File: config.mk
export PLATFORM = sky130hd
export DESIGN_NAME = uart_frame_top
export DESIGN_NICKNAME = d
export VERILOG_FILES = /design/src/verilog/uart_pkg.sv /design/src/verilog/frame_pkg.sv /design/src/verilog/uart_frame_top.sv /design/src/verilog/frame_rx.sv /design/src/verilog/frame_tx.sv /design/src/verilog/uart_rx.sv /design/src/verilog/uart_tx.sv
export SDC_FILE = /design/constraint.sdc
export NUM_CORES = 1
export LEC_CHECK = 0
export ABC_AREA = 1
export ABC_CLOCK_PERIOD_IN_PS = 14300
export BUFFER_PORTS_ARGS = -buffer_cell sky130_fd_sc_hd__buf_2
export CAP_MARGIN = 20
export CORE_MARGIN = 2
export CORE_UTILIZATION = 62
export DETAILED_ROUTE_END_ITERATION = 16
export GPL_TIMING_DRIVEN = 0
export PLACE_DENSITY = 0.85
export SLEW_MARGIN = 40
export SYNTH_ARGS = -nofsm -noshare
export SYNTH_HDL_FRONTEND = slang
export SYNTH_SLANG_ARGS = --single-unit
File: constraint.sdc
create_clock -name sys_clk -period 14.3 [get_ports sys_clk]
set_input_delay 1.43 -clock sys_clk [delete_from_list [all_inputs] [get_ports sys_clk]]
set_output_delay 1.43 -clock sys_clk [all_outputs]
set_load 0.02 [all_outputs]
File: src/verilog/uart_pkg.sv
//====================
// uart line package
// bit timing and character types shared
// by the serializer and the deserializer
//====================
`default_nettype none

package uart_pkg;

	// sys_clk cycles per bit time, kept short for simulation
	localparam int clks_per_bit = 16;

	// mid-bit sampling point
	localparam int half_bit = clks_per_bit / 2;

	// bit index of the stop bit; start is 0, data 1..8
	localparam int stop_idx = 9;

	// one character on the line
	typedef logic [7:0] uart_byte_t;

	// position within a character, start through stop
	typedef logic [3:0] bit_cnt_t;

	// clocks within one bit time
	typedef logic [$clog2(clks_per_bit)-1:0] baud_cnt_t;

endpackage

`default_nettype wire
File: src/verilog/frame_pkg.sv
//====================
// frame package
// payload, length and marker definitions
// plus the framer state encodings
//====================
`default_nettype none

package frame_pkg;

	// payload capacity in characters
	localparam int max_chars = 16;

	// "&", sent twice before and twice after the payload
	localparam uart_pkg::uart_byte_t frame_marker = 8'h26;

	// byte 0 sits in the low 8 bits
	typedef logic [max_chars*8-1:0] frame_payload_t;

	// 0 to 16 characters
	typedef logic [4:0] frame_len_t;

	typedef struct packed {
		frame_payload_t payload;
		frame_len_t len;
	} frame_t;

	// transmit sequencer
	typedef enum logic [2:0] {
		tx_idle,
		tx_open1,
		tx_open2,
		tx_body,
		tx_close1,
		tx_close2
	} frame_tx_state_t;

	// receive parser
	typedef enum logic [1:0] {
		rx_hunt,
		rx_open2,
		rx_body,
		rx_close2
	} frame_rx_state_t;

endpackage

`default_nettype wire

File: src/verilog/uart_frame_top.sv
//====================
// uart string framer
// transmit and receive framing pipelines
//====================
`timescale 1ns/1ps
`default_nettype none

module uart_frame_top (
	input wire sys_clk,
	input wire sys_rst_n,
	input wire tx_req,
	input wire frame_pkg::frame_t tx_frame,
	input wire uart_rx_port,
	output logic tx_busy,
	output logic tx_done,
	output logic rx_busy,
	output logic rx_done,
	output frame_pkg::frame_t rx_frame,
	output logic uart_tx_port
);
	import uart_pkg::*;

	// frame_tx to uart_tx
	logic byte_stb;
	logic byte_done;
	uart_byte_t byte_data;

	// uart_rx to frame_rx
	logic rx_stb;
	uart_byte_t rx_byte;

	frame_tx u_frame_tx (
		.sys_clk(sys_clk),
		.sys_rst_n(sys_rst_n),
		.tx_req(tx_req),
		.tx_frame(tx_frame),
		.byte_done(byte_done),
		.tx_busy(tx_busy),
		.tx_done(tx_done),
		.byte_stb(byte_stb),
		.byte_data(byte_data)
	);

	uart_tx u_uart_tx (
		.sys_clk(sys_clk),
		.sys_rst_n(sys_rst_n),
		.byte_stb(byte_stb),
		.byte_data(byte_data),
		.line(uart_tx_port),
		.byte_done(byte_done)
	);

	uart_rx u_uart_rx (
		.sys_clk(sys_clk),
		.sys_rst_n(sys_rst_n),
		.line(uart_rx_port),
		.rx_stb(rx_stb),
		.rx_byte(rx_byte)
	);

	frame_rx u_frame_rx (
		.sys_clk(sys_clk),
		.sys_rst_n(sys_rst_n),
		.rx_stb(rx_stb),
		.rx_byte(rx_byte),
		.rx_frame(rx_frame),
		.rx_busy(rx_busy),
		.rx_done(rx_done)
	);

endmodule

`default_nettype wire

File: src/verilog/frame_rx.sv
//====================
// frame receiver
// finds && payload && in the byte stream,
// drops overlong or broken frames
//====================
`timescale 1ns/1ps
`default_nettype none

module frame_rx (
	input wire sys_clk,
	input wire sys_rst_n,
	input wire rx_stb,
	input wire uart_pkg::uart_byte_t rx_byte,
	output frame_pkg::frame_t rx_frame,
	output logic rx_busy,
	output logic rx_done
);
	import frame_pkg::*;

	frame_rx_state_t state;
	frame_payload_t coll;
	frame_len_t cnt;
	// set after a discard: the next marker pair closes the bad frame
	logic skip;
	logic is_marker;
	logic full;

	assign is_marker = (rx_byte == frame_marker);
	assign full = (cnt == frame_len_t'(max_chars));
	assign rx_busy = (state == rx_body) || (state == rx_close2);

	always_ff @(posedge sys_clk or negedge sys_rst_n) begin
		if (!sys_rst_n) begin
			state <= rx_hunt;
			cnt <= '0;
			skip <= 1'b0;
			rx_done <= 1'b0;
			rx_frame <= '0;
		end else begin
			rx_done <= 1'b0;
			if (rx_stb) begin
				case (state)
					rx_hunt: begin
						if (is_marker)
							state <= rx_open2;
					end
					rx_open2: begin
						if (is_marker && !skip) begin
							state <= rx_body;
							cnt <= '0;
						end else begin
							state <= rx_hunt;
							if (is_marker)
								skip <= 1'b0;
						end
					end
					rx_body: begin
						if (is_marker) begin
							state <= rx_close2;
						end else if (full) begin
							// 17th content byte
							state <= rx_hunt;
							skip <= 1'b1;
						end else begin
							cnt <= cnt + 1'b1;
						end
					end
					rx_close2: begin
						if (is_marker) begin
							rx_frame.payload <= coll;
							rx_frame.len <= cnt;
							rx_done <= 1'b1;
						end else begin
							// lone marker inside the content
							skip <= 1'b1;
						end
						state <= rx_hunt;
					end
					default: state <= rx_hunt;
				endcase
			end
		end
	end

	// collection buffer, cleared on the second opening marker
	always_ff @(posedge sys_clk) begin
		if (rx_stb) begin
			if (state == rx_open2 && is_marker)
				coll <= '0;
			else if (state == rx_body && !is_marker && !full)
				coll[8*cnt +: 8] <= rx_byte;
		end
	end

endmodule

`default_nettype wire

File: src/verilog/frame_tx.sv
//====================
// frame transmitter
// sends && payload && for one accepted
// request, one character at a time
//====================
`timescale 1ns/1ps
`default_nettype none

module frame_tx (
	input wire sys_clk,
	input wire sys_rst_n,
	input wire tx_req,
	input wire frame_pkg::frame_t tx_frame,
	input wire byte_done,
	output logic tx_busy,
	output logic tx_done,
	output logic byte_stb,
	output uart_pkg::uart_byte_t byte_data
);
	import frame_pkg::*;

	frame_tx_state_t state;
	frame_tx_state_t state_n;
	frame_t frame_q;
	// index of the payload byte in flight
	frame_len_t idx;
	frame_len_t idx_n;
	logic send;
	logic accept;

	assign accept = (state == tx_idle) && tx_req;
	assign tx_busy = (state != tx_idle);
	assign tx_done = (state == tx_close2) && byte_done;

	always_comb begin
		state_n = state;
		idx_n = idx;
		send = 1'b0;
		case (state)
			tx_idle: begin
				if (tx_req) begin
					state_n = tx_open1;
					send = 1'b1;
				end
			end
			tx_open1: begin
				if (byte_done) begin
					state_n = tx_open2;
					send = 1'b1;
				end
			end
			tx_open2: begin
				// empty payload goes straight to the closing pair
				if (byte_done) begin
					send = 1'b1;
					idx_n = '0;
					state_n = (frame_q.len == '0) ? tx_close1 : tx_body;
				end
			end
			tx_body: begin
				if (byte_done) begin
					send = 1'b1;
					if (idx + 1'b1 == frame_q.len)
						state_n = tx_close1;
					else
						idx_n = idx + 1'b1;
				end
			end
			tx_close1: begin
				if (byte_done) begin
					state_n = tx_close2;
					send = 1'b1;
				end
			end
			tx_close2: begin
				if (byte_done)
					state_n = tx_idle;
			end
			default: state_n = tx_idle;
		endcase
	end

	always_ff @(posedge sys_clk or negedge sys_rst_n) begin
		if (!sys_rst_n) begin
			state <= tx_idle;
			idx <= '0;
			byte_stb <= 1'b0;
		end else begin
			state <= state_n;
			idx <= idx_n;
			byte_stb <= send;
		end
	end

	// request latch and outgoing character
	always_ff @(posedge sys_clk) begin
		if (accept) begin
			frame_q.payload <= tx_frame.payload;
			if (tx_frame.len > frame_len_t'(max_chars))
				frame_q.len <= frame_len_t'(max_chars);
			else
				frame_q.len <= tx_frame.len;
		end
		if (send) begin
			if (state_n == tx_body)
				byte_data <= frame_q.payload[8*idx_n +: 8];
			else
				byte_data <= frame_marker;
		end
	end

endmodule

`default_nettype wire

File: src/verilog/uart_rx.sv
//====================
// uart receiver
// samples 8N1 characters at mid-bit and
// strobes each one with a valid stop bit
//====================
`timescale 1ns/1ps
`default_nettype none

module uart_rx (
	input wire sys_clk,
	input wire sys_rst_n,
	input wire line,
	output logic rx_stb,
	output uart_pkg::uart_byte_t rx_byte
);
	import uart_pkg::*;

	logic sync1;
	logic sync2;
	logic sync_prev;
	logic active;
	logic fall;
	logic at_half;
	logic at_full;
	baud_cnt_t baud_cnt;
	bit_cnt_t bit_cnt;
	uart_byte_t shreg;

	assign fall = sync_prev & ~sync2;
	assign at_half = (baud_cnt == baud_cnt_t'(half_bit - 1));
	assign at_full = (baud_cnt == baud_cnt_t'(clks_per_bit - 1));

	// stable during the stop bit, so valid with rx_stb
	assign rx_byte = shreg;

	// two-flop synchronizer plus one stage of edge history
	always_ff @(posedge sys_clk or negedge sys_rst_n) begin
		if (!sys_rst_n) begin
			sync1 <= 1'b1;
			sync2 <= 1'b1;
			sync_prev <= 1'b1;
		end else begin
			sync1 <= line;
			sync2 <= sync1;
			sync_prev <= sync2;
		end
	end

	always_ff @(posedge sys_clk or negedge sys_rst_n) begin
		if (!sys_rst_n) begin
			active <= 1'b0;
			baud_cnt <= '0;
			bit_cnt <= '0;
			rx_stb <= 1'b0;
		end else begin
			rx_stb <= 1'b0;
			if (!active) begin
				if (fall) begin
					active <= 1'b1;
					baud_cnt <= '0;
					bit_cnt <= '0;
				end
			end else if (bit_cnt == '0) begin
				// middle of the start bit, drop glitches
				if (at_half) begin
					baud_cnt <= '0;
					if (sync2)
						active <= 1'b0;
					else
						bit_cnt <= 4'd1;
				end else begin
					baud_cnt <= baud_cnt + 1'b1;
				end
			end else if (at_full) begin
				baud_cnt <= '0;
				if (bit_cnt == bit_cnt_t'(stop_idx)) begin
					// framing error: stop bit low, character dropped
					active <= 1'b0;
					rx_stb <= sync2;
				end else begin
					bit_cnt <= bit_cnt + 1'b1;
				end
			end else begin
				baud_cnt <= baud_cnt + 1'b1;
			end
		end
	end

	// data bits arrive LSB first
	always_ff @(posedge sys_clk) begin
		if (active && at_full && bit_cnt != '0 && bit_cnt != bit_cnt_t'(stop_idx))
			shreg <= {sync2, shreg[7:1]};
	end

endmodule

`default_nettype wire

File: src/verilog/uart_tx.sv
//====================
// uart transmitter
// sends one 8N1 character per strobe,
// LSB first, line idles high
//====================
`timescale 1ns/1ps
`default_nettype none

module uart_tx (
	input wire sys_clk,
	input wire sys_rst_n,
	input wire byte_stb,
	input wire uart_pkg::uart_byte_t byte_data,
	output logic line,
	output logic byte_done
);
	import uart_pkg::*;

	logic busy;
	logic bit_end;
	baud_cnt_t baud_cnt;
	bit_cnt_t bit_cnt;
	// remaining data bits with the stop bit behind them
	logic [8:0] shreg;

	assign bit_end = (baud_cnt == baud_cnt_t'(clks_per_bit - 1));

	always_ff @(posedge sys_clk or negedge sys_rst_n) begin
		if (!sys_rst_n) begin
			busy <= 1'b0;
			baud_cnt <= '0;
			bit_cnt <= '0;
			line <= 1'b1;
			byte_done <= 1'b0;
		end else begin
			byte_done <= 1'b0;
			if (!busy) begin
				// start bit goes out right away
				if (byte_stb) begin
					busy <= 1'b1;
					baud_cnt <= '0;
					bit_cnt <= '0;
					line <= 1'b0;
				end
			end else if (bit_end) begin
				baud_cnt <= '0;
				if (bit_cnt == bit_cnt_t'(stop_idx)) begin
					// stop bit finished, line already high
					busy <= 1'b0;
					byte_done <= 1'b1;
				end else begin
					bit_cnt <= bit_cnt + 1'b1;
					line <= shreg[0];
				end
			end else begin
				baud_cnt <= baud_cnt + 1'b1;
			end
		end
	end

	// character shifter
	always_ff @(posedge sys_clk) begin
		if (!busy && byte_stb)
			shreg <= {1'b1, byte_data};
		else if (busy && bit_end)
			shreg <= {1'b1, shreg[8:1]};
	end

endmodule

`default_nettype wire

==> results.json <==
{
  "cts_root_buf": "clkbuf_16",
  "pre_cts_slack_ns": 10.55,
  "powerDensity_nw_per_um2": 116,
  "synth_warnings": 0,
  "endpoint": "u_frame_rx.coll[71]",
  "layout-drive-gt1-share_pct": 19.3,
  "dpl.cell_count": 2563,
  "start_kind": "register",
  "maxCapViolCount": 0,
  "synth_seq_cells": 460,
  "clock_sinks": 460,
  "final.min_clock_period_ns": 3.91,
  "ys_types": 46,
  "reg2reg_from": "u_frame_rx.cnt[0]",
  "grt_pass1_wl_um": 81500,
  "endpoint_kind": "register",
  "postSynthAreaPerCell_um2": 10.4,
  "vdd_drop_max_mv": 0.116,
  "synth_top_cell_area_share_pct": 43.9,
  "grt_start_max_net_pins": 95,
  "grt.total_usage_pct": 31.8,
  "relSlewSlack_pct": 41.9,
  "setup_tns_ns": 0,
  "fp-row-count": 64,
  "hold_depth": 0,
  "hold_viol_final": 0,
  "critPathKind": "register to register",
  "synth_cells": 1882,
  "dp_hpwl_um": 36700,
  "insertion_delay_ns": 0.56,
  "overflow": 0,
  "ant_nets": 0,
  "cts_buffers": 45,
  "antenna_found_initial": 5,
  "nets": 2363,
  "r2r_cells": 15,
  "layout-area-overhead-vs-synth_pct": 18.6,
  "drt-wirelength-per-cell_um": 19.8,
  "tightest_slew_ns": 0.864,
  "cpMostUsedCell": "inv_1",
  "min_period_over_period_pct": 27.4,
  "leakage_nw": 10.4,
  "cp-startpoint": "u_frame_rx.cnt[0]",
  "cp_cell_sequence": "buf_2, inv_1, clkbuf_1, ha_1, inv_1, nor3_1, ha_1, inv_1, nor2_1, inv_1, nor4_1, inv_1, buf_2, o21ai_0, a21oi_1",
  "grt_pass1_vias": 15285,
  "firstDrtPassIters": 6,
  "setup_ws_ns": 10.39,
  "worst_path_largest_cell_delay_ns": 0.45,
  "drt_iter0_drc": 1989,
  "cts_tree": "built",
  "die_area_um2": 32900,
  "numPortBuffers": 274,
  "synth_top_cell_by_area": "edfxtp_1",
  "power.total_mw": 2.68,
  "rrSetupSlack_ns": 10.39,
  "cts.clk_slew.worst_paths_ns": 0.06,
  "rsz0062_at_grt": "false",
  "gp_congestion": 0.939,
  "clk_path_buf_depth": 3,
  "crit_arrival_ns": 4.23,
  "drv_slew": 0,
  "required_ns": 14.61,
  "vias": 15791,
  "core_area_um2": 30700,
  "fmax_mhz": 256,
  "cts_resized": 0,
  "fin_skew_ns": 0.0202,
  "wirelength_um": 52400,
  "hp-class": "register to register",
  "crit_fanout": 10,
  "vias_per_cell": 5.95,
  "syn_area_um2": 19500,
  "yosysSeqAreaShare_pct": 66.4,
  "dieWidth_um": 181,
  "synth.area.top_cells": "edfxtp_1 (44%), dfrtp_1 (22%), nand2_1 (8.2%), o21ai_0 (6.0%), nand3_1 (3.7%)",
  "cts_setup_buffers": 0,
  "h-tree-depth": 2,
  "timing.rr.end": "u_frame_rx.coll[71]",
  "slowest_stage": "clkbuf_1",
  "layoutNonFillerInstCount": 2652,
  "status": "finished clean",
  "synth_fp_nets": 2031,
  "final_util_pct": 75.2,
  "setup_violations": 0,
  "die_h_um": 181,
  "drc_errors": 0,
  "num_io_pins": 275,
  "ctsHoldBuffers": 0,
  "start_util_pct": 63.4
}
-- how the worst min path moves through the flow --
| stage | startpoint | to |
|---|---|---|
| 3_3_place_gp | u_uart_rx.sync1 | u_uart_rx.sync2 |
| 3_5_place_dp | u_uart_rx.sync1 | u_uart_rx.sync2 |
| 5_1_grt | u_uart_rx.sync1 | u_uart_rx.sync2 |
| 4_1_cts | u_uart_rx.sync1 | u_uart_rx.sync2 |
| 6_report | u_uart_rx.sync1 | u_uart_rx.sync2 |
| 2_1_floorplan | u_uart_rx.sync1 | u_uart_rx.sync2 |
-- stage by stage --
| stage | hold slack, ns | instance area, um2 |
|---|---|---|
| floorplan | 0.345 | 19500 |
| detailed placement | 0.352 | 21700 |
| finish | 0.362 | 23100 |
| global placement | 0.346 | 21400 |
| CTS | 0.364 | 23100 |
| global route | 0.370 | 23100 |
-- registers in the layout, summed over array words and instances (netlist names), 2 cells and up --
| signal | flops |
|---|---|
| u_frame_rx.rx_frame | 133 |
| u_frame_tx.frame_q | 133 |
| u_frame_rx.coll | 128 |
| u_frame_tx.byte_data | 8 |
| u_uart_rx.rx_byte | 8 |
| u_uart_tx.shreg | 8 |
| u_frame_rx.cnt | 5 |
| u_frame_tx.idx | 5 |
| u_uart_rx.baud_cnt | 4 |
| u_uart_rx.bit_cnt | 4 |
| u_uart_tx.baud_cnt | 4 |
| u_uart_tx.bit_cnt | 4 |
| u_frame_tx.state | 3 |
| u_frame_rx.state | 2 |
-- cell usage after synthesis (all sizes together) --
master and instances:
a22oi 1, a31oi 2, o211ai 1, o31ai 3, buf 38, nor3 24
edfxtp 285, a21oi 138, o22ai 3, nand4 9, o21bai 1, o221ai 1
a22o 1, o2111ai 1, dfstp 4, a221oi 1, o21a 1, nor4 23
o21ai 237, nand3 148, dfrtp 171, ha 12, nand3b 10, a211oi 7
nor2 79, or2 2, inv 189, clkbuf 54, nand2 431, xor2 4
nor3b 1
-- cell families (layout without fill, tap and decap cells) --
group / Yosys count / in the layout / synth area share, %
simple gates: 727 / 727 / 16.1
flops: 460 / 460 / 66.4
compound gates: 398 / 398 / 10.5
buf+inv: 281 / 650 / 6.02
fa+ha+maj: 12 / 12 / 0.770
xor+xnor: 4 / 4 / 0.180
other cells: 0 / 5 / 0
-- cell usage in the layout, fill, tap and decap left out, types with 9 or more instances in the layout --
| master | instances |
|---|---|
| nand3_1 | 146 |
| nor4_1 | 14 |
| clkinv_2 | 11 |
| buf_6 | 11 |
| ha_1 | 12 |
| nand2_1 | 426 |
| clkbuf_16 | 46 |
| edfxtp_1 | 285 |
| buf_2 | 296 |
| nor3_1 | 23 |
| a21oi_1 | 135 |
| nand3b_1 | 10 |
| clkbuf_1 | 61 |
| dfrtp_1 | 171 |
| nor4_2 | 9 |
| o21ai_0 | 234 |
| inv_1 | 181 |
| nor2_1 | 76 |
-- power breakdown --
group / total (mW) / switching (mW) / internal (mW)
clock network: 1.16 / 0.511 / 0.645
registers: 1.44 / 0.0145 / 1.42
logic: 0.0932 / 0.0574 / 0.0358
total: 2.68 / 0.583 / 2.10
-- worst max-delay path, delay by kind of cell, from the launching register on --
kind	cells	cell delay (ns)
AND/OR/NAND/NOR	3	1.04
flip-flops	1	0.38
AO/OA/AOI/OAI	2	0.25
adder cells (fa/ha/maj)	2	0.49
buffers and inverters	8	1.52
-- metal layers --
metal	global-route usage [%]	part of all wire [%]	wire length, um
met5	0	0	0
met4	12.0	3.8	2010
met3	6.31	11	5830
met2	51.8	48	25100
met1	42.8	37	19500
-- layout make-up --
type	count	area, um2
diodes	5	12.5
well taps	396	495
repair buffers	285	1590
inverters	189	717
clock inverters	24	178
clock buffers	60	1260
multi-input cells	1141	5460
flip-flops and latches	460	12900
fillers	1953	7630
plain buffers	92	465
(Power assumes the default switching activity.)
